===== src/logic/accel_pkg.sv =====
package accel_pkg;

  // Datapath geometry
  localparam int DWIDTH   = 16;
  localparam int WWIDTH   = 8;
  localparam int IMGSIZE  = 10;
  localparam int NETSIZE  = 10;
  localparam int LWIDTH   = 10;
  localparam int FRACBITS = 4;

  typedef logic signed [DWIDTH-1:0] data_t;
  typedef logic signed [WWIDTH-1:0] weight_t;
  typedef logic signed [31:0]       acc_t;

  typedef logic [IMGSIZE-1:0] img_addr_t;
  typedef logic [NETSIZE-1:0] net_addr_t;
  typedef logic [LWIDTH-1:0]  count_t;

  // Saturation bounds of a data word, in accumulator scale
  localparam acc_t DATA_MAX = acc_t'(2**(DWIDTH-1) - 1);
  localparam acc_t DATA_MIN = acc_t'(-(2**(DWIDTH-1)));

endpackage


===== src/logic/regmap_pkg.sv =====
package regmap_pkg;

  localparam int REGSIZE = 5;

  typedef logic [REGSIZE-1:0] reg_idx_t;

  // Writable parameters
  localparam reg_idx_t REG_WHICH      = reg_idx_t'(0);
  localparam reg_idx_t REG_REQ        = reg_idx_t'(1);
  localparam reg_idx_t REG_IN_OFFSET  = reg_idx_t'(2);
  localparam reg_idx_t REG_OUT_OFFSET = reg_idx_t'(3);
  localparam reg_idx_t REG_NET_OFFSET = reg_idx_t'(4);
  localparam reg_idx_t REG_TOTAL_OUT  = reg_idx_t'(5);
  localparam reg_idx_t REG_TOTAL_IN   = reg_idx_t'(6);

  // Status, read only
  localparam reg_idx_t REG_ACK      = reg_idx_t'(30);
  localparam reg_idx_t REG_WHICH_RD = reg_idx_t'(31);

  typedef logic [1:0] which_t;

  localparam which_t WHICH_HOST = which_t'(0);
  localparam which_t WHICH_CONV = which_t'(1);
  localparam which_t WHICH_FC   = which_t'(2);

endpackage


===== src/logic/img_arbiter.sv =====
`timescale 1ns/1ps

module img_arbiter
  ( input  regmap_pkg::which_t    which
  , input  logic                  req
  , input  logic                  host_we
  , input  accel_pkg::img_addr_t  host_addr
  , input  accel_pkg::data_t      host_wdata
  , input  logic                  fc_busy
  , input  logic                  fc_we
  , input  accel_pkg::img_addr_t  fc_addr
  , input  accel_pkg::data_t      fc_wdata
  , output logic                  fc_req
  , output logic                  mem_we
  , output accel_pkg::img_addr_t  mem_addr
  , output accel_pkg::data_t      mem_wdata
  , output logic                  ack
  );

  import regmap_pkg::*;

  logic sel_host;
  logic sel_fc;

  always_comb begin
    sel_host = 1'b0;
    sel_fc   = 1'b0;
    ack      = 1'b0;
    case (which)
      WHICH_HOST: begin
        sel_host = 1'b1;
        ack      = 1'b1;
      end
      WHICH_FC: begin
        sel_fc = 1'b1;
        ack    = ~fc_busy;
      end
      // Reserved code and code 3 select no master
      default: ;
    endcase
  end

  assign fc_req = sel_fc & req;

  assign mem_we    = (sel_host & host_we) | (sel_fc & fc_we);
  assign mem_addr  = sel_fc ? fc_addr
                   : sel_host ? host_addr
                   : '0;
  assign mem_wdata = sel_fc ? fc_wdata
                   : sel_host ? host_wdata
                   : '0;

endmodule


===== config.mk =====
export PLATFORM = sky130hd
export DESIGN_NAME = img_arbiter
export DESIGN_NICKNAME = d
export VERILOG_FILES = /design/src/logic/accel_pkg.sv /design/src/logic/regmap_pkg.sv /design/src/logic/img_arbiter.sv
export SDC_FILE = /design/constraint.sdc
export NUM_CORES = 1
export LEC_CHECK = 0
export ABC_AREA = 1
export ABC_CLOCK_PERIOD_IN_PS = 800
export BUFFER_PORTS_ARGS = -buffer_cell sky130_fd_sc_hd__buf_4
export CAP_MARGIN = 10
export CORE_ASPECT_RATIO = 0.8
export CORE_MARGIN = 2
export CORE_UTILIZATION = 29
export DETAILED_ROUTE_END_ITERATION = 6
export PLACE_DENSITY = 0.84
export SLEW_MARGIN = 20
export SYNTH_ARGS = -nofsm -noshare
export SYNTH_HDL_FRONTEND = slang
export SYNTH_SLANG_ARGS = --single-unit

===== constraint.sdc =====
create_clock -name vclk -period 0.8
set_clock_uncertainty 0.1 [all_clocks]
set_input_delay 0.04 -clock vclk [all_inputs]
set_output_delay 0.04 -clock vclk [all_outputs]
set_load 0.01 [all_outputs]

# After elaboration in Yosys (flattened, before gate mapping)
# Index checks and enable logic that the tools add are counted.
# totals
ff_bits,0
latchBits,0
ram_bits,0
romBits,0
inputBits,58
output_inout_bits,29
elab_cells,14
mem_count,0
# classes
add_sub_neg,0
multipliers,0
div_mod_pow,0
n_lt_le_gt_ge,0
n_eq_ne,1
shifts,0
mux,7
bitwise,5
reduce_logical,1
# ops
operator,n
$mux 16,2
$mux 10,2
$and 1x1->1,3
$eq 2x2->1 const B,1
$logic_not 2->1,1
$mux 1,2
$pmux 1 s2,1
$not 1->1,1
$or 1x1->1,1

# Logic depth before layout (Yosys ltp)
# depth
word_depth,4
mapped_depth,4
depth_no_buf,3

# Worst setup path after synthesis
# OpenSTA, ideal clock, no wires.
# synth_timing
path_type,input -> output
from,in which[1]
to,out mem_addr[4]
t_arrival_ps,528
required_time_ps,660
path_slack_ps,132
cell_stages,4
path_buffers,1
cell_sequence,nor2_4 > buf_8 > nand2_2 > nand2_1
# synth_via
elab_chain_len,4
elab_cells_between_ends,6
classes_between,1 x eq/ne; 4 x mux; 1 x reduce/logical
# synth_rtl
item,line_no,rtl
start: declaration,img_arbiter.sv:4,( input regmap_pkg::which_t which
$logic_not 2->1,img_arbiter.sv:29,case (which)
$mux 1,img_arbiter.sv:29,
$mux 10,img_arbiter.sv:47,: sel_host ? host_addr
$mux 10 (*),img_arbiter.sv:46,assign mem_addr = sel_fc ? fc_addr
end: declaration,img_arbiter.sv:15,", output accel_pkg::img_addr_t mem_addr"
# Every way passes the cells marked *; elsewhere a longest branch is shown, timed or not.

# Worst setup path after layout
# layout_timing
from,in which[1]
to,out mem_addr[6]
# Same word-level chain as after synthesis.

==> summary.md <==
| Metric | Value |
|---|---|
| Slowest stage delay, CP | `0.21 ns` |
| PortBufs | `87` |
| Setup ws final | `-0.101 ns` |
| Max-slew violations | `0` |
| Placed cell areas | `0.00120 mm^2` |
| Die height | `42.0 um` |
| Post-route DRC | `0` |
| Total number of vias | `963` |
| Grt ovf | `0` |
| Syn_nets | `152` |
| Register area share after synthesis | `0%` |
| Fin. Hold Viols | `0` |
| Crit-path slowest cell | `clkbuf_16` |
| Gpl congestion | `0.762` |
| FMAX | `1110 MHz` |
| Worst-path maximum fanout | `6` |
| Multi-input logic area | `509 um^2` |
| Seq cells | `0` |
| RSZ-0062 raised after global routing | `yes` |
| Failing checks | `setup timing` |
| Max Cap Viol | `0` |
| Fin Hold WS | `0.244 ns` |
| Hold depth | `3` |
| Measured slew at the worst slew-check pin | `0.202 ns` |
| Vias in the first global route | `827` |
| Register area | `0 um^2` |
| Min-delay src | `fc_busy` |
| Synth-to-Final Area Change | `168%` |
| Tcrit/Tclk final | `113%` |
| Row count | `13` |
| Synth top area cells | `nand2_1 (32%), nand3_1 (18%), nand3_2 (15%)` |
| Vias per cell | `4.70` |
| Gate Count Post-Synth | `94` |
| Slew margin rel. | `86.5%` |
| Buffers & Inverters on Critical Path | `3` |
| Initial antenna violation count | `0` |
| Largest area contributor in the netlist | `nand2_1` |
| Post-synth top cells | `nand2_1 (44), nand3_1 (19), nand2_2 (11)` |
| Critical path launch point type | `primary input` |
| CP Capture Type | `primary output` |
| DRT Pass-1 Iters | `4` |
| Core Region | `0.00166 mm^2` |
| Leak | `0.830 nW` |
| Worst Hold End | `ack` |
| Most common cell in the netlist | `nand2_1` |
| First-pass GRT wire length | `3390 um` |
| Synthesized area | `524 um^2` |
| Die width | `51.5 um` |
| Wire per inst | `12.9 um` |
| Synth unique cells | `13` |
| PwrDens | `557 mW/mm^2` |
| Yosys warns | `0` |
| Kind of critical path | `primary input to primary output` |
| Share of the core filled with cells | `84.8%` |
| Initial Util | `31.6%` |
| Critical Path RT | `0.66 ns` |
| # fillers | `99` |
| Critical Path AT | `0.76 ns` |
| Total track usage | `19.1%` |
| Top cell type's share of synthesized area | `31.5%` |
| Fin nets | `243` |
| Worst path cell trace | `buf_8, nor2_4, clkbuf_16, nand2_4, nand2_2, buf_6` |
| Diode count | `0` |
| Setup_tns | `-1.75 ns` |
| Routed WL | `2640 um` |
| Fin crit period | `0.901 ns` |
| Cell area after layout | `0.00141 mm^2` |
| Initial DRC count | `9` |
| CP delay by family, top | `buffers and inverters` |
| Hold-fix buffers at CTS | `0` |
| Die Area | `0.00217 mm^2` |
| I/O pin total | `87` |
| Type of the worst min-delay path | `primary input to primary output` |
| CLK BUF | `0` |
| Worst IR Drop VDD | `0.000371 V` |
| Layout cells sized above 1 | `71.0%` |
| Outcome | `complete, but fails checks` |
| Setup-failing EPs final | `27` |
| Avg Cell Area, Syn | `5.58 um^2` |
| Largest net degree at the start of global routing | `17` |
| ANT nets after route | `0` |
| DP HPWL | `1800 um` |
[metrics by stage]
step	std cells	worst slack (ns)	power, W
final	205	-0.101	0.000784
after global routing	205	-0.125	0.000836
after CTS	203	-0.0733	0.000678
after detailed placement	202	-0.0651	0.000657
after global placement	202	-0.0549	0.000646
after floorplan	94	0.132	0.000254
[worst min-delay path: stages]
cell,delay (ns)
buf_4,0.08
a21oi_1,0.05
buf_4,0.13
[cell usage in the layout (no fill, tap or decap), types with 3 or more instances in the layout]
cell type   n
buf_12      3
buf_4      75
buf_6      15
nand2_1    33
nand2_2    13
nand2_4     9
nand3_1    18
nand3_2     9
[per-layer routing]
layer,up-vias,share of wire [%],global-route usage (%)
met5,-,0,0
met4,0,2.2,1.58
met3,6,8.5,2.86
met2,53,55,39.7
met1,422,34,20.1
li1,482,-,-
[cells by family (layout without fill, tap and decap cells)]
kind of cell           after synthesis  count (layout)  synth area share, %
AND/OR/NAND/NOR                     84              84                 81.4
buffers and inverters                9              98                 17.7
AO/OA/AOI/OAI                        1               1                0.954
[area by class of cell]
| cell class | count | area share (%) |
|---|---|---|
| multi-input cells | 85 | 36.2 |
| inverters | 2 | 0.712 |
| repair buffers | 96 | 61.1 |
| well taps | 22 | 1.96 |
[power by group]
group	switching, W	internal [W]	total (W)
Sequential	0	0	0
Clock	0	0	0
Combinational	0.000319	0.000465	0.000784
[repair_timing]
item / 4_1_cts / 5_1_grt
pin swaps: 0 / 1
cloned: 1 / 1
buffers inserted: 0 / 1
resized for setup: 2 / 38
setup endpoints to repair: 28 / 29
[how the worst max path moves through the flow]
stage	from	end	slack (ns)	cells past startpoint
after detailed placement	which[1]	mem_addr[0]	-0.07	6
after global routing	which[1]	mem_addr[7]	-0.12	6
after CTS	which[1]	mem_addr[0]	-0.07	6
after global placement	which[1]	mem_addr[9]	-0.05	6
final	which[1]	mem_addr[6]	-0.10	6
after floorplan	which[1]	mem_addr[4]	0.13	4
Note: power is estimated with default switching activity, not from simulation.
