## src/logic/accel_pkg.sv

```systemverilog
package accel_pkg;

  // Datapath geometry
  localparam int DWIDTH   = 16;
  localparam int WWIDTH   = 8;
  localparam int IMGSIZE  = 10;
  localparam int NETSIZE  = 10;
  localparam int LWIDTH   = 10;
  localparam int FRACBITS = 4;

  typedef logic signed [DWIDTH-1:0] data_t;
  typedef logic signed [WWIDTH-1:0] weight_t;
  typedef logic signed [31:0]       acc_t;

  typedef logic [IMGSIZE-1:0] img_addr_t;
  typedef logic [NETSIZE-1:0] net_addr_t;
  typedef logic [LWIDTH-1:0]  count_t;

  // Saturation bounds of a data word, in accumulator scale
  localparam acc_t DATA_MAX = acc_t'(2**(DWIDTH-1) - 1);
  localparam acc_t DATA_MIN = acc_t'(-(2**(DWIDTH-1)));

endpackage

```

## src/logic/regmap_pkg.sv

```systemverilog
package regmap_pkg;

  localparam int REGSIZE = 5;

  typedef logic [REGSIZE-1:0] reg_idx_t;

  // Writable parameters
  localparam reg_idx_t REG_WHICH      = reg_idx_t'(0);
  localparam reg_idx_t REG_REQ        = reg_idx_t'(1);
  localparam reg_idx_t REG_IN_OFFSET  = reg_idx_t'(2);
  localparam reg_idx_t REG_OUT_OFFSET = reg_idx_t'(3);
  localparam reg_idx_t REG_NET_OFFSET = reg_idx_t'(4);
  localparam reg_idx_t REG_TOTAL_OUT  = reg_idx_t'(5);
  localparam reg_idx_t REG_TOTAL_IN   = reg_idx_t'(6);

  // Status, read only
  localparam reg_idx_t REG_ACK      = reg_idx_t'(30);
  localparam reg_idx_t REG_WHICH_RD = reg_idx_t'(31);

  typedef logic [1:0] which_t;

  localparam which_t WHICH_HOST = which_t'(0);
  localparam which_t WHICH_CONV = which_t'(1);
  localparam which_t WHICH_FC   = which_t'(2);

endpackage

```

## src/logic/param_regs.sv

```systemverilog
`timescale 1ns/1ps

module param_regs
  ( input  logic                  clk
  , input  logic                  xrst
  , input  logic                  reg_we
  , input  logic                  reg_re
  , input  regmap_pkg::reg_idx_t  reg_addr
  , input  logic [31:0]           reg_wdata
  , input  logic                  ack
  , output logic [31:0]           reg_rdata
  , output logic                  reg_rvalid
  , output regmap_pkg::which_t    which
  , output logic                  req
  , output accel_pkg::img_addr_t  in_offset
  , output accel_pkg::img_addr_t  out_offset
  , output accel_pkg::net_addr_t  net_offset
  , output accel_pkg::count_t     total_out
  , output accel_pkg::count_t     total_in
  );

  import accel_pkg::*;
  import regmap_pkg::*;

  which_t      which_rd;
  logic [31:0] rd_word;

  always_ff @(posedge clk) begin
    if (!xrst) begin
      which      <= WHICH_HOST;
      req        <= 1'b0;
      in_offset  <= '0;
      out_offset <= '0;
      net_offset <= '0;
      total_out  <= '0;
      total_in   <= '0;
    end else if (reg_we) begin
      case (reg_addr)
        REG_WHICH:      which      <= which_t'(reg_wdata);
        REG_REQ:        req        <= reg_wdata[0];
        REG_IN_OFFSET:  in_offset  <= img_addr_t'(reg_wdata);
        REG_OUT_OFFSET: out_offset <= img_addr_t'(reg_wdata);
        REG_NET_OFFSET: net_offset <= net_addr_t'(reg_wdata);
        REG_TOTAL_OUT:  total_out  <= count_t'(reg_wdata);
        REG_TOTAL_IN:   total_in   <= count_t'(reg_wdata);
        default: ;
      endcase
    end
  end

  // Owner code seen one cycle late
  always_ff @(posedge clk) begin
    if (!xrst) begin
      which_rd   <= WHICH_HOST;
      reg_rvalid <= 1'b0;
    end else begin
      which_rd   <= which;
      reg_rvalid <= reg_re;
    end
  end

  always_comb begin
    case (reg_addr)
      REG_WHICH:      rd_word = 32'(which);
      REG_REQ:        rd_word = 32'(req);
      REG_IN_OFFSET:  rd_word = 32'(in_offset);
      REG_OUT_OFFSET: rd_word = 32'(out_offset);
      REG_NET_OFFSET: rd_word = 32'(net_offset);
      REG_TOTAL_OUT:  rd_word = 32'(total_out);
      REG_TOTAL_IN:   rd_word = 32'(total_in);
      REG_ACK:        rd_word = 32'(ack);
      REG_WHICH_RD:   rd_word = 32'(which_rd);
      default:        rd_word = '0;
    endcase
  end

  always_ff @(posedge clk) begin
    if (reg_re) begin
      reg_rdata <= rd_word;
    end
  end

endmodule

```

## config.mk

```make
export PLATFORM = sky130hd
export DESIGN_NAME = param_regs
export DESIGN_NICKNAME = d
export VERILOG_FILES = /design/src/logic/accel_pkg.sv /design/src/logic/regmap_pkg.sv /design/src/logic/param_regs.sv
export SDC_FILE = /design/constraint.sdc
export NUM_CORES = 1
export LEC_CHECK = 0
export BUFFER_PORTS_ARGS = -buffer_cell sky130_fd_sc_hd__buf_2
export CAP_MARGIN = 15
export CORE_ASPECT_RATIO = 0.7
export CORE_MARGIN = 2
export CORE_UTILIZATION = 40
export CTS_BUF_LIST = sky130_fd_sc_hd__clkbuf_4 sky130_fd_sc_hd__clkbuf_8
export CTS_CLUSTER_DIAMETER = 120
export CTS_CLUSTER_SIZE = 24
export DETAILED_ROUTE_END_ITERATION = 8
export PLACE_DENSITY = 0.71
export SLEW_MARGIN = 10
export SYNTH_ARGS = -nofsm -noshare
export SYNTH_HDL_FRONTEND = slang
export SYNTH_SLANG_ARGS = --single-unit
```

## constraint.sdc

```tcl
create_clock -name clk -period 2 [get_ports clk]
set_input_delay 0.3 -clock clk [delete_from_list [all_inputs] [get_ports clk]]
set_output_delay 0.3 -clock clk [all_outputs]
set_load 0.01 [all_outputs]
```

# ---- Word level (Yosys, flattened, before mapping)
# Cells that the tools add are included.
dict set report word_totals {
  register_bits 88
  in_bits 42
  output_inout_bits 86
}
dict set report op_classes {
  eq_ne 8
  n_mux 1
  reduce_logical 8
}
# cell n
set op_table {}
lappend op_table {{$pmux W10 S9} 1}
lappend op_table {{$eq A5 B3 Y1 const B} 3}
lappend op_table {{$reduce_and A2 Y1} 7}
lappend op_table {{$eq A5 B2 Y1 const B} 2}
lappend op_table {{$eq A5 B5 Y1 const B} 2}
lappend op_table {{$eq A5 B1 Y1 const B} 1}
lappend op_table {{$logic_not A5 Y1} 1}

# ---- Logic depth before layout (Yosys ltp)
# Gate-level depths: netlist of the first run.
dict set report logic_depth {
  ltp_word 2
  ltp_mapped 6
  mapped_depth_nobuf 4
}

# ---- Least setup slack after synthesis of the first run
# OpenSTA, ideal clock, no wires.
dict set report synth_timing {
  path_type {input -> register}
  startpoint {input port reg_addr[2]}
  endpoint {register reg_rdata[0], data pin}
  arrival_time_ns 1.275
  required_time_ns 1.744
  setup_slack_ns 0.469
  path_stages 5
  n_path_buf 1
  cell_sequence {buf_2 > mux2_2 > a22oi_1 > o221ai_1 > a22o_1}
}
dict set report synth_between {
  elab_chain_cells 2
  word_cells_on_any_way 10
  classes_between {8 x eq/ne; 1 x mux; 1 x reduce/logical}
}
# element line
set synth_rtl {}
lappend synth_rtl {{start, declared} param_regs.sv:8} ;# , input regmap_pkg::reg_idx_t reg_addr
lappend synth_rtl {{$eq A5 B5 Y1 (tied with other cells)} param_regs.sv:63} ;# case (reg_addr)
lappend synth_rtl {{$pmux W10 S9 (*)} param_regs.sv:63}
lappend synth_rtl {{named net rd_word[0]} param_regs.sv:26} ;# logic [31:0] rd_word;
lappend synth_rtl {{end signal, assigned} param_regs.sv:79} ;# reg_rdata <= rd_word;
lappend synth_rtl {{end, declared} param_regs.sv:11} ;# , output logic [31:0] reg_rdata
# Mark *: on every way through the listed nets, which the timed path passes. The rest lies on a longest branch.
# A chain may end at the register's enable or synchronous reset.

# ---- Worst setup path in the final report of the first run
dict set report layout_timing {
  startpoint {input port reg_addr[2]}
  endpoint {register net_offset[8]}
}
dict set report layout_between {
  elab_chain_cells 2
}
# element line
set layout_rtl {}
lappend layout_rtl {{$eq A5 B3 Y1} param_regs.sv:38} ;# case (reg_addr)
lappend layout_rtl {{$reduce_and A2 Y1 (no source line)} n/a}
lappend layout_rtl {{end signal, assigned} param_regs.sv:43} ;# REG_NET_OFFSET: net_offset <= net_addr_t'(reg_wdata);
lappend layout_rtl {{end, declared} param_regs.sv:17} ;# , output accel_pkg::net_addr_t net_offset
# Every way passes these cells.

==> run_results.csv, run 1 <==
group,metric,value,unit
status,outcome,"completed",
synth,yosysTopAreaCellShare,36.1,%
synth,seq_area_frac_synth,45.8,%
power,p_sw_share,22.9,%
cts,clk_pin_slew,0.07,ns
flow_run,maxCapViolCount,0,
synth,yosys.area.top_type,"dfxtp_1",
grt,grt_overflow,0,
synth,syn_inst,320,
cts,cts_tree,"built",
power,ir_worst_vdd,0.359,mV
synth,synth.distinct_cells,34,
sta,tightest_slew,0.815,ns
sta,finalHoldViolCount,0,
floorplanning,initial_utilization,41.9,%
placement,place_hpwl,5.93,mm
power,combPwrFrac,7.0,%
placement,place_inst,494,
sta,maxSlewViolCount,0,
sta,timing.fmax,0.664,GHz
cells_and_area,n_antenna_cell,0,
cts,post_cts_buffers,0,
cells_and_area,final_cell_mix,"buf_2 (83), dfxtp_1 (56), mux2i_1 (41), nor2b_1 (36), nand3_1 (27)",
synth,synthArstFlopShare,0,%
grt,track_usage,19.7,%
cells_and_area,final_nets,449,
sta,maxSlewHeadroom,45.7,%
floorplanning,io_pins,128,
synth,ys_seq_elements,66,
synth,yosysWarningCount,0,
power,switching_power,0.000670,W
grt,antenna_found_initial,0,
synth,synth_edf_count,10,
power,clkPwrFrac,46.3,%
synth,synthTopCellsByArea,"dfxtp_1 (36%), mux2i_1 (13%), edfxtp_1 (9.7%)",
cts,hold_buffers,0,
cts,post_cts_resize_count,0,
setup_path,worstSetupEndpointType,"register",
power,p_seq_share,46.7,%
synth,synth_area_per_cell,9.70,µm²
cts,insertion_delay,0.34,ns
drt,post-route-drc-count,0,
cts,cts.sinks,66,
drt,initialDrtViolationCount,229,
synth,synth_ff_type,"dfxtp_1",
setup_path,start_kind,"primary input",
cts,htreeDepth,3,
setup_path,crit_type,"in -> reg",
drt,ant_nets,0,
placement,io_buffers,83,
cells_and_area,fin_cells,510,
power,intPower,0.00226,W
grt,first_global_vias,2282,
sta,skew,0.00763,ns
cells_and_area,drive_gt1_share,28.9,%
setup_path,crit_fanout,12,
cells_and_area,area_growth,23.0,%
cts,cts-root-buf,"clkbuf_8",
power,power_leakage,1.82,nW
sta,min_period_over_period,75.3,%
cells_and_area,layout_commonest_cell,"buf_2",
sta,setup_viol_count_final,0,
sta,holdWs,0.252,ns
grt,grt_first_pass_wirelength,12.5,mm
drt,wl_per_cell,16.1,µm
floorplanning,die_y,77.7,µm
power,powerDensity,767,mW/mm²
grt,grt_max_degree,57,
sta,finalCriticalPeriod,1.51,ns
floorplanning,num_rows,26,
floorplanning,die-area,0.00850,mm²
cts,cts_buffers,9,
cts,clock_path_buffers,2,
drt,vias,2620,
sta,fin_tns_setup,0,ns
drt,first_pass_iters,5,
cells_and_area,nFillCells,703,
synth,syn_area,0.00311,mm²
sta,rsz0062_at_grt,"false",
setup_path,crit_arrival,1.75,ns
floorplanning,die_x,109,µm
setup_path,cp_data_required_time,2.24,ns
worst_hold_path,holdCritPathClass,"in -> reg",
floorplanning,coreArea,0.00742,mm²
drt,totalWireLength,8.19,mm
placement,globalplace.congestion,0.783,
drt,viasPerCell,5.14,
## state kept, by name, indices dropped and copies added, names as in the netlist
signal      flops
which_rd        2
reg_rvalid      1
net_offset     10
in_offset      10
total_out      10
reg_rdata      10
out_offset     10
req             1
which           2
total_in       10
## power by group through the flow
stage	registers [W]	logic (W)	clock network (W)
3_3_place_gp	0.00140	0.000204	0
5_1_grt	0.00137	0.000224	0.00144
3_5_place_dp	0.00140	0.000205	0
4_1_cts	0.00137	0.000206	0.00137
6_report	0.00137	0.000206	0.00136
2_1_floorplan	0.00141	0.000140	0
## worst max-delay path, cell delays in order
cell	delay, ns
buf_2	0.24
nor3b_2	0.36
nand3_1	0.30
buf_4	0.28
mux2i_1	0.19
nor2b_1	0.06
## layout make-up
type                            instances  area (µm²)  share of cell area [%]
Multi-Input combinational cell        230        1480                    38.8
Sequential cell                        66        1420                    37.2
Timing Repair Buffer                   99         548                    14.3
Clock buffer                            9         124                    3.24
Tap cell                               98         123                    3.21
Clock inverter                          7         118                    3.08
Inverter                                1        3.75                  0.0982
## through the flow
stage | power, W | util (%) | cell area [µm²] | setup slack, ns
final | 0.00293 | 51.5 | 3820 | 0.494
after global routing | 0.00303 | 51.5 | 3820 | 0.449
after CTS | 0.00295 | 51.5 | 3820 | 0.544
after detailed placement | 0.00160 | 48.3 | 3580 | 0.203
after global placement | 0.00160 | 48.3 | 3580 | 0.212
after floorplan | 0.00155 | - | 3180 | 0.469
## routing by layer
metal | wire (µm) | vias to the layer above | track usage (%)
met5 | 0 | - | 0
met4 | 126 | 0 | 5.06
met3 | 718 | 14 | 7.39
met2 | 3520 | 115 | 27.8
met1 | 3820 | 1240 | 28.3
li1 | - | 1251 | -
## synthesized netlist by cell type, drive strengths merged, types with 2 or more instances
library cell,instances
dfxtp,56
mux2i,41
nor2b,36
buf,33
nand3,27
nand2,23
a21boi,21
clkbuf,11
nor2,11
edfxtp,10
a22oi,9
o21ai,8
a21oi,7
and2,4
nand4,4
nand3b,3
a32oi,2
mux2,2
nor3,2
## logic make-up after synthesis
family	Yosys count	share of synthesized area, %
simple gates	113	19.6
buf+inv	45	8.98
mux	43	13.9
compound gates	52	11.6
other cells	1	0.121
flops	66	45.8
## worst paths after layout
path                             start                    endpoint  cells after the start  slack, ns
max                        reg_addr[2]  net_offset[8]$_SDFFE_PN0P_                      6       0.49
min                       reg_wdata[8]   in_offset[8]$_SDFFE_PN0P_                      3       0.25
max reg2reg  total_out[0]$_SDFFE_PN0P_      reg_rdata[0]$_DFFE_PP_                      4       0.61
min reg2reg  in_offset[8]$_SDFFE_PN0P_   in_offset[8]$_SDFFE_PN0P_                      2       0.48
Note: power is estimated with default switching activity, not from simulation.
==> run 2, diff against run 1 <==
--- a/config.mk
+++ b/config.mk
@@ -14,7 +14,7 @@
 export CTS_CLUSTER_DIAMETER = 120
 export CTS_CLUSTER_SIZE = 24
 export DETAILED_ROUTE_END_ITERATION = 8
-export PLACE_DENSITY = 0.71
+export PLACE_DENSITY = 0.74
 export SLEW_MARGIN = 10
 export SYNTH_ARGS = -nofsm -noshare
 export SYNTH_HDL_FRONTEND = slang
==> constraint.sdc (replaced) <==
create_clock -name clk -period 1.35 [get_ports clk]
set_input_delay 0.2025 -clock clk [delete_from_list [all_inputs] [get_ports clk]]
set_output_delay 0.2025 -clock clk [all_outputs]
set_load 0.01 [all_outputs]
==> run_results.csv, run 2 (synthesized netlist as in run 1, its figures left out) <==
group,metric,value,unit
placement,dpl_cell_area,0.00370,mm²
placement,io_buffers,83,
floorplanning,die_x,109,µm
placement,pre_cts_slack,-0.157,ns
power,combPwrFrac,8.2,%
setup_path,cp_data_required_time,1.45,ns
sta,timing.fmax,0.733,GHz
cells_and_area,final_area,0.00394,mm²
power,p_sw_share,23.0,%
sta,finalCriticalPeriod,1.36,ns
power,intPower,0.00319,W
placement,place_inst,507,
cts,cts_tree,"built",
floorplanning,die_y,77.7,µm
setup_path,slowest_stage,"dfxtp_2",
status,outcome,"complete, but fails checks",
sta,rsz0062_at_grt,"true",
worst_hold_path,holdCritPathClass,"in -> reg",
cells_and_area,layout_commonest_cell,"buf_2",
setup_path,critPathLaunch,"req$_SDFFE_PN0P_",
power,total_power,0.00414,W
setup_path,reg2reg_from,"req$_SDFFE_PN0P_",
floorplanning,num_rows,26,
power,switching_power,0.000955,W
power,ir_worst_vdd,0.386,mV
drt,totalWireLength,8.84,mm
cells_and_area,final_cell_mix,"buf_2 (83), dfxtp_1 (54), mux2i_1 (41), nor2b_1 (36)",
power,clkPwrFrac,42.8,%
floorplanning,io_pins,128,
cells_and_area,final_core_util,53.2,%
cts,clock_path_buffers,2,
grt,grt_first_pass_wirelength,13.6,mm
cts,cts-root-buf,"clkbuf_8",
setup_path,worstSetupEndpointType,"register",
cts,htreeDepth,3,
sta,setup_ws,-0.0135,ns
placement,globalplace.congestion,0.811,
cts,cts.sinks,66,
cells_and_area,fin_cells,524,
cts,cts_buffers,9,
power,powerDensity,1050,mW/mm²
drt,post-route-drc-count,0,
worst_hold_path,holdCritStartpoint,"reg_wdata[8]",
sta,min_period_over_period,101,%
cells_and_area,area_growth,27.0,%
drt,first_pass_iters,4,
floorplanning,initial_utilization,41.9,%
setup_path,r2r_slack,-0.01,ns
grt,grt_max_degree,57,
sta,finalHoldViolCount,0,
drt,vias,2699,
drt,wl_per_cell,16.9,µm
grt,first_global_vias,2502,
cells_and_area,final_nets,463,
sta,setup_viol_count_final,1,
flow_run,maxCapViolCount,0,
power,power_leakage,1.90,nW
floorplanning,coreArea,0.00742,mm²
cts,insertion_delay,0.35,ns
sta,maxSlewViolCount,0,
setup_path,max_stage_delay,0.32,ns
drt,viasPerCell,5.15,
setup_path,crit_arrival,1.47,ns
cts,clk_pin_slew,0.07,ns
setup_path,crit_type,"reg -> reg",
floorplanning,die-area,0.00850,mm²
grt,antenna_found_initial,0,
cts,hold_buffers,0,
cells_and_area,drive_gt1_share,32.2,%
cells_and_area,n_antenna_cell,0,
setup_path,start_kind,"register",
setup_path,worstPathCellList,"mux2_4 > a22oi_2 > o221ai_2 > a22o_1",
setup_path,crit_fanout,2,
drt,initialDrtViolationCount,279,
placement,place_hpwl,6.36,mm
grt,grt_overflow,0,
drt,ant_nets,0,
sta,skew,0.00691,ns
power,p_seq_share,49.0,%
grt,track_usage,21.5,%
status,violations,"setup timing",
run 2: cell count changes in the layout (fill, tap and decap cells not counted), sizes merged:
cell and change:
clkinv -3, clkbuf +5, buf +14, bufinv -2
run 2: area by class of cell:
type	instances	area [µm²]
Clock buffer	14	180
Clock inverter	2	35.0
Fill cell	699	3470
Inverter	1	3.75
Multi-Input combinational cell	230	1500
Sequential cell	66	1420
Tap cell	98	123
Timing Repair Buffer	113	678
run 2: timing repair:
item,in CTS,in global routing
endpoints found under the setup margin,1,1
cloned,0,0
buffers inserted,1,0
pin swaps,3,3
resized for setup,2,3
run 2: power by group through the flow:
stage / combinational [W] / sequential (W) / clock, W
3_5_place_dp: 0.000333 / 0.00207 / 0
6_report: 0.000340 / 0.00203 / 0.00177
3_3_place_gp: 0.000326 / 0.00207 / 0
2_1_floorplan: 0.000209 / 0.00208 / 0
5_1_grt: 0.000365 / 0.00203 / 0.00191
4_1_cts: 0.000336 / 0.00203 / 0.00179
run 2: metal layers:
metal	part of all wire [%]	vias up	track usage [%]
li1	-	1275	-
met1	44	1310	31.6
met2	45	103	29.8
met3	10	11	6.89
met4	1.3	0	6.58
met5	0	-	0
run 2: through the flow:
step,hold slack [ns],setup TNS (ns)
floorplan,0.315,0
global placement,0.454,-0.980
detailed placement,0.465,-1.68
CTS,0.144,0
global route,0.151,-0.0842
finish,0.156,-0.0135
run 2: final timing paths:
check                              end  cells after the start
min          in_offset[8]$_SDFFE_PN0P_                      3
min reg2reg  in_offset[9]$_SDFFE_PN0P_                      2
max reg2reg     reg_rdata[0]$_DFFE_PP_                      4
max             reg_rdata[0]$_DFFE_PP_                      4
run 2: critical path, delay by kind of cell, from the launching register on:
family | cells | cell delay (ns)
mux | 1 | 0.27
flops | 1 | 0.32
compound gates | 3 | 0.52
==> run 3, diff against run 2 <==
--- a/config.mk
+++ b/config.mk
@@ -14,7 +14,7 @@
 export CTS_CLUSTER_DIAMETER = 120
 export CTS_CLUSTER_SIZE = 24
 export DETAILED_ROUTE_END_ITERATION = 8
-export PLACE_DENSITY = 0.74
+export PLACE_DENSITY = 0.71
 export SLEW_MARGIN = 10
 export SYNTH_ARGS = -nofsm -noshare
 export SYNTH_HDL_FRONTEND = slang
==> run_results.csv, run 3 (synthesized netlist as in run 1, its figures left out) <==
group,metric,value,unit
power,p_seq_share,50.8,%
cts,cts-root-buf,"clkbuf_8",
floorplanning,io_pins,128,
power,powerDensity,999,mW/mm²
power,p_sw_share,24.7,%
setup_path,crit_family,"compound AO/OA/AOI/OAI gates",
setup_path,r2r_slack,0.05,ns
flow_run,maxCapViolCount,0,
cells_and_area,final_cell_mix,"buf_2 (83), dfxtp_1 (55), mux2i_1 (41), buf_4 (41), nor2b_1 (36)",
drt,initialDrtViolationCount,167,
placement,io_buffers,83,
setup_path,ff2ff_path_depth,4,
power,clkPwrFrac,40.2,%
setup_path,path_buf_inv,0,
setup_path,critPathLaunch,"total_out[0]$_SDFFE_PN0P_",
cts,cts_tree,"built",
floorplanning,coreArea,0.00742,mm²
setup_path,crit_type,"reg -> reg",
power,switching_power,0.000987,W
cts,htreeDepth,3,
sta,finalHoldViolCount,0,
power,intPower,0.00301,W
cts,clk_pin_slew,0.07,ns
power,power_leakage,1.94,nW
cells_and_area,drive_gt1_share,33.9,%
setup_path,max_stage_delay,0.33,ns
cells_and_area,nFillCells,700,
floorplanning,num_rows,26,
setup_path,crit_fanout,2,
setup_path,cp_data_required_time,1.45,ns
cts,clock_path_buffers,2,
setup_path,start_kind,"register",
drt,ant_nets,0,
sta,fin_tns_setup,0,ns
floorplanning,die_x,109,µm
grt,first_global_vias,2461,
placement,place_hpwl,6.57,mm
power,combPwrFrac,9.0,%
cells_and_area,n_antenna_cell,0,
cells_and_area,layout_commonest_cell,"buf_2",
floorplanning,die_y,77.7,µm
sta,holdWs,0.166,ns
cells_and_area,final_nets,476,
drt,wl_per_cell,16.0,µm
drt,totalWireLength,8.61,mm
cts,post_cts_resize_count,0,
sta,min_period_over_period,96.6,%
grt,grt_max_degree,25,
drt,post-route-drc-count,0,
cts,cts.sinks,66,
floorplanning,die-area,0.00850,mm²
setup_path,cp-endpoint,"reg_rdata[0]$_DFFE_PP_",
worst_hold_path,holdCritStartpoint,"reg_wdata[8]",
sta,maxSlewViolCount,0,
placement,globalplace.congestion,0.859,
cts,insertion_delay,0.34,ns
grt,antenna_found_initial,0,
grt,track_usage,20.8,%
sta,rsz0062_at_grt,"true",
worst_hold_path,holdCritPathClass,"in -> reg",
drt,first_pass_iters,4,
power,ir_worst_vdd,0.466,mV
setup_path,worstSetupEndpointType,"register",
setup_path,reg2reg_from,"total_out[0]$_SDFFE_PN0P_",
drt,vias,2679,
status,outcome,"completed",
sta,skew,0.00485,ns
cts,hold_buffers,0,
cells_and_area,area_growth,28.8,%
setup_path,slowest_stage,"dfxtp_2",
sta,setup_viol_count_final,0,
setup_path,worstPathCellList,"mux2_2 > a22oi_2 > o221ai_2 > a22o_1",
grt,grt_first_pass_wirelength,13.2,mm
cts,cts_buffers,9,
sta,timing.fmax,0.767,GHz
setup_path,worst-path-stages,4,
drt,viasPerCell,4.99,
sta,finalCriticalPeriod,1.30,ns
floorplanning,initial_utilization,41.9,%
grt,grt_overflow,0,
setup_path,reg2reg_to,"reg_rdata[0]$_DFFE_PP_",
setup_path,crit_arrival,1.40,ns
cts,post_cts_buffers,0,
-- run 3: metal layers --
metal	part of all wire [%]	GRT usage [%]	vias to the layer above
li1	-	-	1308
met1	47	30.0	1257
met2	43	29.9	108
met3	9.2	7.31	6
met4	0.59	4.43	0
met5	0	0	-
-- run 3: final cells by class --
type | instances | area [µm²] | area share (%)
multi-input cells | 230 | 1500 | 37.4
flip-flops and latches | 66 | 1420 | 35.6
repair buffers | 126 | 763 | 19.1
clock buffers | 9 | 124 | 3.10
well taps | 98 | 123 | 3.06
clock inverters | 7 | 70.1 | 1.75
inverters | 1 | 3.75 | 0.0938
-- run 3: how the worst min path moves through the flow --
stage                                             to  cells past startpoint
final                      in_offset[8]$_SDFFE_PN0P_                      3
after floorplan               reg_rdata[0]$_DFFE_PP_                      0
after CTS                  in_offset[8]$_SDFFE_PN0P_                      3
after global routing       in_offset[8]$_SDFFE_PN0P_                      3
after global placement     in_offset[8]$_SDFFE_PN0P_                      2
after detailed placement  out_offset[6]$_SDFFE_PN0P_                      2
-- run 3: worst register-to-register path, stage by stage (launching register included) --
cell and delay (ns):
dfxtp_2 0.33, mux2_2 0.27, a22oi_2 0.18, o221ai_2 0.11, a22o_1 0.19
-- run 3: power by group through the flow --
stage / clock (W) / sequential (W) / combinational [W]
6_report: 0.00161 / 0.00203 / 0.000361
5_1_grt: 0.00172 / 0.00203 / 0.000388
4_1_cts: 0.00164 / 0.00203 / 0.000355
3_5_place_dp: 0 / 0.00208 / 0.000355
3_3_place_gp: 0 / 0.00208 / 0.000349
2_1_floorplan: 0 / 0.00208 / 0.000209
-- run 3: stage by stage --
stage	area, µm²	cells	setup WS (ns)	utilization [%]	power [W]
CTS	3990	537	0.00725	53.8	0.00403
floorplan	3190	341	0.00945	-	0.00229
finish	4000	537	0.0458	53.9	0.00400
global placement	3790	521	-0.141	51.2	0.00242
global route	4000	537	0.00757	53.9	0.00414
detailed placement	3790	521	-0.143	51.2	0.00243
