**config.mk**
```make
export PLATFORM = sky130hd
export DESIGN_NAME = fc_engine
export DESIGN_NICKNAME = d
export VERILOG_FILES = /design/src/logic/accel_pkg.sv /design/src/logic/fc_engine.sv
export SDC_FILE = /design/constraint.sdc
export NUM_CORES = 1
export LEC_CHECK = 0
export BUFFER_PORTS_ARGS = -buffer_cell sky130_fd_sc_hd__buf_4
export CORE_MARGIN = 2
export CORE_UTILIZATION = 45
export CTS_CLUSTER_SIZE = 16
export DETAILED_ROUTE_END_ITERATION = 8
export GPL_TIMING_DRIVEN = 0
export PLACE_DENSITY_LB_ADDON = 0.3
export SLEW_MARGIN = 20
export SYNTH_ARGS = -nofsm -noshare
export SYNTH_HDL_FRONTEND = slang
export SYNTH_SLANG_ARGS = --single-unit
```
**constraint.sdc**
```tcl
create_clock -name clk -period 5.4 [get_ports clk]
set_input_delay 1.08 -clock clk [delete_from_list [all_inputs] [get_ports clk]]
set_output_delay 1.08 -clock clk [all_outputs]
set_load 0.005 [all_outputs]
```
**src/logic/accel_pkg.sv**
```systemverilog
package accel_pkg;

  // Datapath geometry
  localparam int DWIDTH   = 16;
  localparam int WWIDTH   = 8;
  localparam int IMGSIZE  = 10;
  localparam int NETSIZE  = 10;
  localparam int LWIDTH   = 10;
  localparam int FRACBITS = 4;

  typedef logic signed [DWIDTH-1:0] data_t;
  typedef logic signed [WWIDTH-1:0] weight_t;
  typedef logic signed [31:0]       acc_t;

  typedef logic [IMGSIZE-1:0] img_addr_t;
  typedef logic [NETSIZE-1:0] net_addr_t;
  typedef logic [LWIDTH-1:0]  count_t;

  // Saturation bounds of a data word, in accumulator scale
  localparam acc_t DATA_MAX = acc_t'(2**(DWIDTH-1) - 1);
  localparam acc_t DATA_MIN = acc_t'(-(2**(DWIDTH-1)));

endpackage

```
**src/logic/fc_engine.sv**
```systemverilog
`timescale 1ns/1ps

module fc_engine
  ( input  logic                  clk
  , input  logic                  xrst
  , input  logic                  req
  , input  accel_pkg::img_addr_t  in_offset
  , input  accel_pkg::img_addr_t  out_offset
  , input  accel_pkg::net_addr_t  net_offset
  , input  accel_pkg::count_t     total_out
  , input  accel_pkg::count_t     total_in
  , input  accel_pkg::data_t      img_rdata
  , input  accel_pkg::weight_t    net_rdata
  , output logic                  busy
  , output logic                  img_we
  , output accel_pkg::img_addr_t  img_addr
  , output accel_pkg::data_t      img_wdata
  , output accel_pkg::net_addr_t  net_addr
  );

  import accel_pkg::*;

  typedef enum logic [1:0] {
    S_IDLE,
    S_READ,
    S_DRAIN,
    S_WRITE
  } state_t;

  state_t    state;
  logic      req_d;
  logic      start;
  logic      issue;
  logic      last_in;
  logic      last_out;
  logic      pipe_empty;
  count_t    i_cnt;
  count_t    o_cnt;
  net_addr_t net_base;

  // Pipeline valids: memory read, then product
  logic      rd_v;
  logic      mul_v;
  acc_t      prod;
  acc_t      acc;
  acc_t      shifted;
  data_t     result;

  assign start      = req & ~req_d & (state == S_IDLE);
  assign issue      = (state == S_READ);
  assign last_in    = (i_cnt == count_t'(total_in - 1'b1));
  assign last_out   = (o_cnt == count_t'(total_out - 1'b1));
  assign pipe_empty = ~rd_v & ~mul_v;

  // Pending start counts as busy so ack drops at once
  assign busy = (state != S_IDLE) | start;

  always_ff @(posedge clk) begin
    if (!xrst) begin
      state    <= S_IDLE;
      req_d    <= 1'b0;
      i_cnt    <= '0;
      o_cnt    <= '0;
      net_base <= '0;
      rd_v     <= 1'b0;
      mul_v    <= 1'b0;
    end else begin
      req_d <= req;
      rd_v  <= issue;
      mul_v <= rd_v;
      case (state)
        S_IDLE: begin
          if (start && total_out != '0) begin
            i_cnt    <= '0;
            o_cnt    <= '0;
            net_base <= net_offset;
            state    <= (total_in == '0) ? S_DRAIN : S_READ;
          end
        end
        S_READ: begin
          if (last_in) begin
            state <= S_DRAIN;
          end else begin
            i_cnt <= i_cnt + 1'b1;
          end
        end
        S_DRAIN: begin
          if (pipe_empty) begin
            state <= S_WRITE;
          end
        end
        S_WRITE: begin
          if (last_out) begin
            state <= S_IDLE;
          end else begin
            i_cnt    <= '0;
            o_cnt    <= o_cnt + 1'b1;
            net_base <= net_addr_t'(net_base + total_in);
            state    <= (total_in == '0) ? S_DRAIN : S_READ;
          end
        end
        default: state <= S_IDLE;
      endcase
    end
  end

  // Multiply one cycle after the read data lands, then accumulate
  always_ff @(posedge clk) begin
    prod <= img_rdata * net_rdata;
    if (start || state == S_WRITE) begin
      acc <= '0;
    end else if (mul_v) begin
      acc <= acc + prod;
    end
  end

  always_comb begin
    shifted = acc >>> FRACBITS;
    if (shifted > DATA_MAX) begin
      result = data_t'(DATA_MAX);
    end else if (shifted < DATA_MIN) begin
      result = data_t'(DATA_MIN);
    end else begin
      result = data_t'(shifted);
    end
  end

  // Image port carries the result write in place of a read
  assign img_we    = (state == S_WRITE);
  assign img_addr  = (state == S_WRITE) ? img_addr_t'(out_offset + o_cnt)
                   : img_addr_t'(in_offset + i_cnt);
  assign img_wdata = result;
  assign net_addr  = net_addr_t'(net_base + i_cnt);

endmodule

```
# [Word-level counts from Yosys, hierarchy flattened]
# Cells that the tools add are included.
[totals] output_inout_bits=38 in_bits=77 ff_bits=91 word_cells=67
[op_classes] n_bitwise=7 reduce_logical=11 mux=18 n_mul=1 eq_ne=10 add_sub_neg=9 order_cmp=2
[ops] operator="10-bit 2-to-1 mux" count=7
[ops] operator="10-bit adder" count=4
[ops] operator="10-bit case mux with 2 select lines" count=2
[ops] operator="32-bit by 24-bit adder with 32-bit output" count=1
[ops] operator="16-bit 2-to-1 mux" count=2
[ops] operator="10-bit case mux with 3 select lines" count=1
[ops] operator="28-bit by 16-bit > comparator with 1-bit output (second input constant)" count=1
[ops] operator="28-bit by 16-bit < comparator with 1-bit output (second input constant)" count=1
[ops] operator="16-bit by 8-bit multiplier with 24-bit output" count=1
[ops] operator="10-bit by 1-bit adder with 10-bit output (second input constant)" count=2
[ops] operator="10-bit equality test" count=2
[ops] operator="10-bit by 1-bit subtractor with 10-bit output (second input constant)" count=2
[ops] operator="10-bit zero test" count=1
[ops] operator="2-bit 2-to-1 mux" count=5
[ops] operator="10-bit nonzero test" count=1
[ops] operator="2-bit case mux with 4 select lines" count=1
[ops] operator="2-bit inequality test (second input constant)" count=3
[ops] operator="3-bit AND reduction" count=2
[ops] operator="2-bit equality test (second input constant)" count=2
[ops] operator="2-bit by 1-bit inequality test with 1-bit output (second input constant)" count=2
[ops] operator="4-bit AND reduction" count=1
[ops] operator="2-bit nonzero test" count=2
[ops] operator="1-bit bitwise AND" count=3
[ops] operator="1-bit NOT" count=3
[ops] operator="6 further kinds" count=6

# [Depth between registers and ports, before layout]
# Gate-level depths: netlist of run 1.
[logic_depth] depth_word=6 depth_mapped=20 mapped_depth_nobuf=19

# [Worst setup path before layout of run 1]
# OpenSTA, ideal clock, no wires.
[synth_path] path_type="input -> register" startpoint="input port net_rdata[7]" endpoint="register prod[23] (netlist name)" setup_ps=72 path_stages=19 path_buffers=1 setup_slack_ps=-165 arrival_time_ps=5492 required_time_ps=5328 path_cell_list="inv_1 -> clkbuf_1 -> nor2_1 -> fa_1 -> fa_1 -> fa_1 -> inv_1 -> fa_1 -> inv_1 -> ha_1 -> a21o_1 -> a21oi_1 -> o21ai_0 -> nor3_1 -> a21o_1 -> a21oi_1 -> a41o_1 -> o41ai_1 -> xnor2_1"
[synth_between] elab_chain_cells=1
[synth_lines] element="start, declared" line="fc_engine.sv:13" text=", input accel_pkg::weight_t net_rdata"
[synth_lines] element="16-bit by 8-bit multiplier with 24-bit output" line="fc_engine.sv:109" text="prod <= img_rdata * net_rdata;"
# No other way between the ends.
# A chain may end at the register's enable or synchronous reset.

# [Worst setup path after layout of run 1]
[layout_path] startpoint="input port net_rdata[7]" endpoint="register prod[23] (netlist name)"
[layout_between] elab_chain_cells=1
[layout_lines] element="16-bit by 8-bit multiplier with 24-bit output" line="fc_engine.sv:109"
# No other way between the ends.

==> impl_metrics.ini, run 1 <==
[place]
gp_congestion = 0.883
hpwl_um = 22400
dp.cells = 1808
io_buffers = 114

[critical_path]
r2r_cells = 10
crit_chain = buf_6, clkinvlp_4, buf_8, nor2_4, fa_1, fa_1, fa_1, inv_1, fa_1, inv_1, ha_4, nand4_1, buf_4, nor4_4, nor2_2, a21o_1, a21oi_2, a41o_1, o41ai_2, xnor2_1
critPathMostFrequentCell = fa_1
cp_data_arrival_time_ns = 5.53
path_class = in2reg
slowest_delay_ns = 0.55
cp-end-kind = flip-flop
rr_endpoint = o_cnt[8]$_SDFFE_PN0P_
cp-startpoint = net_rdata[7]
worstSetupStartpointType = input port
critPathMaxFanout = 5
crit_required_ns = 5.65
cp_slowest_cell = fa_1
crit_end = prod[23]$_DFF_P_
rrSetupSlack_ns = 2.50
r2r_start = o_cnt[0]$_SDFFE_PN0P_

[detailed_routing]
viasPerCell = 5.34
wl_per_cell_um = 15.1
vias = 9741
drtPass1Iterations = 7
drc = 0
postRouteAntennaNets = 0
drt_wl_total_um = 27600
first_iter_violations = 491

[cells_and_area]
drive_above_1_share_pct = 11.8
final_util_pct = 53.1
final_cells = 1825
final_nets = 1792
area_growth_pct = 16.4
antenna_cells = 0

[global_route]
first_global_vias = 9791
grt_overflow = 0
grt_pass1_wl_um = 46300
antenna_found_initial = 0
track_usage_pct = 21.4
grt_max_degree = 17

[floorplanning]
rows = 58
die_area_um2 = 26700
die_height_um = 163
core_area_um2 = 25000
ios = 115
dieWidth_um = 163
initial_core_util_pct = 45.6

[sta]
rsz0062_at_grt = yes
tns_ns = 0
period_share_pct = 97.8
whs_ns = 0.493
finalHoldViolCount = 0
max_freq_ghz = 0.189
setup_violations = 0
finClkSkew_ns = 0.0104
maxSlewViolCount = 0
min_period_ns = 5.28
tightest_slew_ns = 0.869
relSlewSlack_pct = 42.0

[synth]
synth-seq-area-share_pct = 16.0
synthCells = 1364
synth_warnings = 0
avgSynthCellArea_um2 = 8.37
ys_async_sr_fraction_pct = 0
yosysUniqueCellTypes = 61
synthFlopType = dfxtp_1
synth-edff-count = 0
syn_nets = 1666
yosys-top-cells-area = fa_1, dfxtp_1, ha_1
yosysTopAreaCell = fa_1
yosys_register_bits = 91
synth_top_area_share_pct = 18.9
syn_area_um2 = 11400

[clocking]
cts_root_buffer = clkbuf_16
clkLatencyLatePin_ns = 0.35
htree_num_levels = 3
cts_hold_buf = 0
cts.sink_count = 91
cts_tree = done
cts_buffers = 9
clk_pin_slew_ns = 0.06
cts.path.max_buffers = 2

[pwr]
power.share.sequential_pct = 17.5
combPwrFrac_pct = 70.6
vdd_ir_drop_max_mv = 0.589
power.net_switching_mw = 2.57
cellPowerDensity_nw_per_um2 = 435
clkPwrFrac_pct = 11.8
power.leakage_nw = 6.37
swShare_pct = 44.5
p_int_mw = 3.21

[job]
cap_viol_max_count = 0

[worst_hold_path]
hp-class = reg2reg

[status]
status = complete, no violations
cell usage after synthesis (6+ instances only):
library cell / n
nand2_1: 94
nand4_1: 15
a21o_1: 27
o21bai_1: 11
o211a_1: 8
mux2i_1: 23
o31ai_1: 7
nand2b_1: 17
o21a_1: 27
and3_1: 10
o21ai_0: 42
o21ai_1: 10
or3_1: 12
xor2_1: 47
nor2_1: 96
clkbuf_1: 26
fa_1: 108
ha_1: 117
nor4_1: 6
o211ai_1: 15
a21oi_1: 73
nand3_1: 24
nor2b_1: 14
o22ai_1: 7
xnor2_1: 61
inv_1: 192
a211oi_1: 8
nor3_1: 14
and2_1: 98
dfxtp_1: 91
a31oi_1: 6
state kept, by name (all words and copies together), names as in the netlist:
| name | flops |
|---|---|
| acc | 32 |
| prod | 24 |
| i_cnt | 10 |
| net_base | 10 |
| o_cnt | 10 |
| state | 2 |
| mul_v | 1 |
| rd_v | 1 |
| req_d | 1 |
how the worst min path moves through the flow:
stage | start | end | slack (ns) | cells past startpoint
floorplan | rd_v$_SDFF_PN0_ | mul_v$_SDFF_PN0_ | 0.43 | 1
global placement | acc[3]$_SDFFE_PP0P_ | acc[3]$_SDFFE_PP0P_ | 0.48 | 2
detailed placement | rd_v$_SDFF_PN0_ | mul_v$_SDFF_PN0_ | 0.48 | 1
CTS | acc[25]$_SDFFE_PP0P_ | acc[25]$_SDFFE_PP0P_ | 0.50 | 2
global route | rd_v$_SDFF_PN0_ | mul_v$_SDFF_PN0_ | 0.51 | 1
finish | acc[25]$_SDFFE_PP0P_ | acc[25]$_SDFFE_PP0P_ | 0.49 | 2
metrics by stage:
stage	total power [mW]	setup slack [ns]	area, µm²
finish	5.78	0.121	13300
global route	6.39	-0.0478	13300
CTS	5.56	0.00723	13000
detailed placement	4.80	-0.730	12700
global placement	4.74	-0.691	12700
floorplan	3.72	0.00822	11400
metal layers:
metal,vias up,routed length (µm),global-route usage (%)
met5,-,0,0
met4,0,472,4.10
met3,29,1260,3.25
met2,205,13400,37.5
met1,4706,12500,28.1
li1,4801,-,-
area by class of cell:
cell class	count	area (µm²)
fill	2377	11700
multi-input combinational	1050	8960
sequential	91	1820
timing repair buffer	122	941
inverter	192	724
tap	330	413
clock buffer	11	233
buffer	24	110
clock inverter	5	85.1
power groups by stage:
stage,clock network (mW),logic [mW],registers [mW]
2_1_floorplan,0,2.75,0.966
3_3_place_gp,0,3.72,1.02
3_5_place_dp,0,3.77,1.03
4_1_cts,0.701,3.85,1.01
5_1_grt,0.727,4.63,1.03
6_report,0.685,4.08,1.01
cell usage in the layout, fill, tap and decap left out, types with 11 or more instances in the layout:
master	Yosys	routed
nand2_1	94	94
or3_1	12	12
nor3_1	14	13
buf_4	0	119
mux2i_1	23	23
dfxtp_1	91	91
and2_1	98	98
o21a_1	27	27
o211ai_1	15	15
xnor2_1	61	61
a21o_1	27	27
o21bai_1	11	11
o21ai_0	42	39
nand3_1	24	24
o21ai_1	10	11
nor2b_1	14	14
a21oi_1	73	71
xor2_1	47	47
clkbuf_1	26	19
nand4_1	15	15
inv_1	192	191
fa_1	108	108
nor2_1	96	84
ha_1	117	109
nand2b_1	17	17
kinds of logic (layout without fill, tap and decap cells):
family	count (synthesis)	count (layout)	share of synthesized area [%]
xor gates and xnor gates	109	109	8.48
AOI/OAI and AO/OA	270	270	15.5
and+or+nand+nor	421	421	18.8
buffers and inverters	223	354	7.34
adders and majority gates	225	225	31.8
muxes	25	25	2.21
DFF	91	91	16.0
critical path, delay by kind of cell:
family | cells | cell delay [ns]
fa+ha+maj | 5 | 2.33
buf+inv | 6 | 0.74
compound gates | 4 | 0.70
simple gates | 4 | 0.47
xor+xnor | 1 | 0.21
timing repair:
action | CTS | global route
setup buffers | 1 | 6
setup endpoints to repair | 5 | 6
gates resized for setup | 9 | 41
gates cloned | 0 | 1
pin swaps | 5 | 32
No activity file was read; power rests on OpenSTA's default activity.
==> inputs of run 2 (changes only) <==
--- a/config.mk
+++ b/config.mk
@@ -5,12 +5,12 @@
 export SDC_FILE = /design/constraint.sdc
 export NUM_CORES = 1
 export LEC_CHECK = 0
+export ABC_AREA = 1
 export BUFFER_PORTS_ARGS = -buffer_cell sky130_fd_sc_hd__buf_4
 export CORE_MARGIN = 2
 export CORE_UTILIZATION = 45
 export CTS_CLUSTER_SIZE = 16
 export DETAILED_ROUTE_END_ITERATION = 8
-export GPL_TIMING_DRIVEN = 0
 export PLACE_DENSITY_LB_ADDON = 0.3
 export SLEW_MARGIN = 20
 export SYNTH_ARGS = -nofsm -noshare
==> impl_metrics.ini, run 2 <==
[global_route]
grt_pass1_wl_um = 55800
grt_max_degree = 42
grt_overflow = 0
track_usage_pct = 23.4
first_global_vias = 12000
antenna_found_initial = 1

[critical_path]
rr_endpoint = acc[24]$_SDFFE_PP0P_
worstSetupStartpointType = input port
rrSetupSlack_ns = 3.01
crit_required_ns = 5.68
r2r_start = acc[0]$_SDFFE_PP0P_
cp_data_arrival_time_ns = 5.47
path_class = in2reg
r2r_cells = 13
critPathMaxFanout = 7
cp-end-kind = flip-flop

[cells_and_area]
final_cell_mix = nand2_1, inv_1, a21oi_1, nor2_1, buf_4
final_cells = 2370
antenna_cells = 0
regMostFlops = acc
area_growth_pct = 12.2
fillerInstances = 2852
layout.cells.most_common = nand2_1
reg_top3 = acc: 32 flops, prod: 24 flops
drive_above_1_share_pct = 9.44
largest_reg_flops = 32
final_nets = 2289

[detailed_routing]
viasPerCell = 5.07
drc = 0
wl_met3_um = 1570
drt_wl_total_um = 33200
vias = 12000
wl_met1_um = 14500
wl_met2_um = 16300
drtPass1Iterations = 5
postRouteAntennaNets = 0
wl_per_cell_um = 14.0
routed.top_layer = met4
first_iter_violations = 720

[clocking]
cts.path.max_buffers = 2
clk_pin_slew_ns = 0.06
cts_tree = done
htree_num_levels = 3
cts_root_buffer = clkbuf_16
clkLatencyLatePin_ns = 0.35
cts_buffers = 9
cts.sink_count = 91
cts_hold_buf = 0

[pwr]
vdd_ir_drop_max_mv = 0.273
power.net_switching_mw = 2.89
clkPwrFrac_pct = 10.5
power.share.sequential_pct = 17.8
swShare_pct = 50.0
p_int_mw = 2.89
power.leakage_nw = 7.72
fin_total_pwr_mw = 5.78
combPwrFrac_pct = 71.7
cellPowerDensity_nw_per_um2 = 406

[sta]
finalHoldViolCount = 0
finClkSkew_ns = 0.00971
relSlewSlack_pct = 41.4
tightest_slew_ns = 0.879
setup_violations = 0
maxSlewViolCount = 0
tns_ns = 0
rsz0062_at_grt = no
min_period_ns = 5.19
period_share_pct = 96.1
max_freq_ghz = 0.193

[synth]
ys_top_cells_by_count = nand2_1, inv_1, a21oi_1
synth_warnings = 0
synthCells = 1896
synth-edff-count = 0
yosysMostFrequentCell = nand2_1
synth_top_area_share_pct = 17.1
syn_nets = 2198
yosys-top-cells-area = fa_1, dfxtp_1, nand2_1
yosys_register_bits = 91
synthFlopType = dfxtp_1
syn_area_um2 = 12700
synth-seq-area-share_pct = 14.4
yosysTopAreaCell = fa_1
ys_async_sr_fraction_pct = 0
yosysUniqueCellTypes = 46
avgSynthCellArea_um2 = 6.69

[floorplanning]
dieWidth_um = 172
rows = 61
die_area_um2 = 29500
initial_core_util_pct = 45.6
die_height_um = 172
core_area_um2 = 27800
ios = 115

[place]
hpwl_um = 27200
io_buffers = 114
dp.cells = 2352
gp_congestion = 0.945

[status]
status = complete, no violations

[worst_hold_path]
hp-class = reg2reg
min_to = mul_v$_SDFF_PN0_
hold_depth = 2
min-delay-start = rd_v$_SDFF_PN0_

[job]
cap_viol_max_count = 0
## run 2: changes by cell type after synthesis, sizes merged, moves of 54 or more
| cell | change |
|---|---|
| nand2 | +328 |
| inv | +208 |
| and2 | -96 |
| nand3 | +54 |
| nor2 | +59 |
| a21oi | +89 |
## run 2: cells by family (layout without fill, tap and decap cells)
| family | after synthesis | in the layout | synth area share, % |
|---|---|---|---|
| compound gates | 309 | 309 | 13.0 |
| flops | 91 | 91 | 14.4 |
| mux | 1 | 1 | 0.0790 |
| fa+ha+maj | 225 | 225 | 28.6 |
| buf+inv | 460 | 556 | 13.9 |
| simple gates | 724 | 724 | 24.1 |
| xor+xnor | 86 | 86 | 5.94 |
## run 2: how the worst max path moves through the flow
stage / from / to / slack, ns
after floorplan: net_rdata[6] / prod[19]$_DFF_P_ / 0.14
after global placement: net_rdata[7] / prod[20]$_DFF_P_ / -0.06
after detailed placement: net_rdata[7] / prod[20]$_DFF_P_ / -0.17
after CTS: net_rdata[7] / prod[20]$_DFF_P_ / 0.20
after global routing: net_rdata[7] / prod[16]$_DFF_P_ / 0.02
final: net_rdata[7] / prod[21]$_DFF_P_ / 0.21
## run 2: critical path, cell delays in order
cell	delay, ns
buf_4	0.09
clkinvlp_4	0.18
buf_4	0.19
or2_2	0.28
fa_1	0.55
inv_1	0.06
fa_1	0.52
inv_1	0.05
fa_1	0.50
fa_1	0.54
inv_1	0.04
ha_1	0.34
nand2_1	0.13
nor4_1	0.48
nand4_1	0.15
nand3_1	0.13
xor2_1	0.15
## run 2: routing by layer
layer  vias to the layer above  track usage, %
met1                      5564            28.8
met5                         -               0
met3                        61            2.97
met2                       320            43.1
met4                         0            6.17
li1                       6071               -
## run 2: area by class of cell
| cell class | count | area (µm²) | share of cell area (%) |
|---|---|---|---|
| well taps | 378 | 473 | 3.33 |
| flip-flops and latches | 91 | 1820 | 12.8 |
| multi-input cells | 1345 | 9100 | 64.0 |
| inverters | 401 | 1510 | 10.6 |
| clock inverters | 7 | 50.0 | 0.352 |
| repair buffers | 139 | 1040 | 7.32 |
| clock buffers | 9 | 225 | 1.58 |
## run 2: power by group through the flow
stage / sequential (mW) / clock [mW] / combinational, mW
after global routing: 1.05 / 0.655 / 4.74
after CTS: 1.03 / 0.630 / 4.14
final: 1.03 / 0.606 / 4.14
after floorplan: 0.968 / 0 / 2.95
after global placement: 1.04 / 0 / 4.05
after detailed placement: 1.04 / 0 / 4.12
## run 2: per-stage QoR
stage	instance area [µm²]	setup slack [ns]	util, %	hold slack (ns)
floorplan	12700	0.142	-	0.404
global placement	13900	-0.0555	50.1	0.418
detailed placement	13900	-0.165	50.1	0.417
CTS	14200	0.196	51.1	0.431
global route	14200	0.0211	51.2	0.458
finish	14200	0.208	51.2	0.425
## run 2: what timing repair did
action                     CTS  global route
setup endpoints to repair    0             3
gates resized for setup      0             4
setup buffers                0             2
==> inputs of run 3 (changes only) <==
==> constraint.sdc (replaced) <==
create_clock -name clk -period 5.4 [get_ports clk]
set_input_delay 1.62 -clock clk [delete_from_list [all_inputs] [get_ports clk]]
set_output_delay 1.62 -clock clk [all_outputs]
set_load 0.005 [all_outputs]
==> impl_metrics.ini, run 3 (synthesis results as in run 2) <==
[sta]
max_freq_ghz = 0.192
finClkSkew_ns = 0.0115
min_period_ns = 5.22
finalHoldViolCount = 0
rsz0062_at_grt = yes
tightest_slew_ns = 0.841
maxSlewViolCount = 0
setup_slack_ns = 0.184
period_share_pct = 96.6
setup_violations = 0
relSlewSlack_pct = 43.9

[critical_path]
cp_slowest_cell = fa_1
critPathMaxFanout = 17
worstSetupStartpointType = input port
crit_required_ns = 5.69
cp-end-kind = flip-flop
cp_data_arrival_time_ns = 5.50
critPathMostFrequentCell = fa_1
crit_chain = buf_4, inv_1, buf_12, buf_4, fa_1, fa_1, inv_1, fa_1, inv_2, fa_1, inv_1, ha_4, a21oi_2, o21ai_2, a21oi_4, o31ai_4, nand3_1, nand2_1, xor2_1
path_buf_inv = 7
path_class = in2reg
crit_family = adder cells
slowest_delay_ns = 0.56

[clocking]
clkLatencyLatePin_ns = 0.35
cts_tree = done
clk_pin_slew_ns = 0.07
cts_hold_buf = 0
cts_buffers = 9
cts.sink_count = 91
htree_num_levels = 3
cts_root_buffer = clkbuf_16
cts.path.max_buffers = 2

[floorplanning]
ios = 115
core_area_um2 = 27800
die_height_um = 172
dieWidth_um = 172
die_area_um2 = 29500
rows = 61
initial_core_util_pct = 45.6

[detailed_routing]
wl_per_cell_um = 14.0
drtPass1Iterations = 7
drc = 0
viasPerCell = 5.10
vias = 12300
postRouteAntennaNets = 0
first_iter_violations = 654
drt_wl_total_um = 33800

[cells_and_area]
layout.cells.most_common = nand2_1
ff_latch_area_um2 = 1820
final_cells = 2414
drive_above_1_share_pct = 12.9
reg_top3 = acc: 32 flops, prod: 24 flops
largest_reg_flops = 32
area_growth_pct = 16.6
final_nets = 2333
final_cell_mix = nand2_1, inv_1, buf_4, a21oi_1, nor2_1
stdcell_area_um2 = 14800
regMostFlops = acc
antenna_cells = 0
fillerInstances = 2795
multi_input_area_um2 = 9300

[place]
io_buffers = 114
gp_congestion = 0.913
dp.cells = 2396
dp_worst_setup_slack_ns = -0.322
postPlaceCellArea_um2 = 14400
hpwl_um = 27700

[global_route]
first_global_vias = 12200
track_usage_pct = 23.5
grt_overflow = 0
grt_max_degree = 42
grt_pass1_wl_um = 56300
antenna_found_initial = 0

[pwr]
power.leakage_nw = 7.96
vdd_ir_drop_max_mv = 0.305
cellPowerDensity_nw_per_um2 = 443

[status]
status = complete, no violations

[worst_hold_path]
hp-class = reg2reg

[job]
cap_viol_max_count = 0
run 3: cell count changes in the layout (fill, tap and decap cells not counted), moves of 5 or more:
cell / delta
nand2_1: -7
buf_4: +44
o21ai_0: -8
ha_1: -5
a21oi_2: +5
a21oi_1: -8
nand2_2: +7
run 3: what timing repair did:
| item | CTS | global route |
|---|---|---|
| resized for setup | 0 | 31 |
| buffers inserted | 0 | 2 |
| setup endpoints to repair | 0 | 12 |
run 3: path summary, 6_finish.rpt:
kind	startpoint	end	slack [ns]	depth (start not counted)
setup reg to reg	acc[0]$_SDFFE_PP0P_	acc[28]$_SDFFE_PP0P_	2.95	13
hold / removal	rd_v$_SDFF_PN0_	mul_v$_SDFF_PN0_	0.43	2
hold reg to reg	rd_v$_SDFF_PN0_	mul_v$_SDFF_PN0_	0.43	2
setup / recovery	net_rdata[7]	prod[16]$_DFF_P_	0.18	19
run 3: worst reg2reg max path, stage by stage, from the launching register on:
cell and delay (ns):
dfxtp_1 0.34, ha_1 0.19, inv_1 0.06, fa_1 0.42, inv_1 0.11, nand3_1 0.07
nand2_1 0.11, nand3_1 0.09, nand3_1 0.22, nand3_1 0.17, o21ai_0 0.31, nor2_1 0.06
o21ai_0 0.16, inv_1 0.05
run 3: layout make-up:
| class | count | share of cell area, % |
|---|---|---|
| multi-input combinational | 1345 | 62.9 |
| sequential | 91 | 12.3 |
| inverter | 401 | 10.2 |
| timing repair buffer | 183 | 9.38 |
| tap | 378 | 3.20 |
| clock buffer | 11 | 1.57 |
| clock inverter | 5 | 0.423 |
run 3: metrics by stage:
stage,hold slack [ns],total power [mW],setup TNS (ns),util [%]
4_1_cts,0.429,6.32,0,52.7
2_1_floorplan,0.404,4.05,-0.0215,-
6_report,0.427,6.54,0,53.2
3_3_place_gp,0.423,5.56,-2.45,51.7
3_5_place_dp,0.419,5.64,-3.35,51.7
5_1_grt,0.464,7.24,-0.0349,53.2
run 3: where the power goes:
part | switching (mW) | leakage [nW] | total, mW | internal [mW]
registers | 0.151 | 0.750 | 1.03 | 0.876
clock network | 0.291 | 0.136 | 0.653 | 0.362
logic | 2.76 | 7.07 | 4.86 | 2.10
run 3: metal layers:
metal / vias to the layer above / global-route usage, % / wire [µm] / part of all wire [%]
met3: 52 / 2.28 / 1450 / 4.3
li1: 6189 / - / - / -
met2: 323 / 43.2 / 16900 / 50
met1: 5751 / 29.1 / 14600 / 43
met4: 0 / 6.83 / 770 / 2.3
met5: - / 0 / 0 / 0
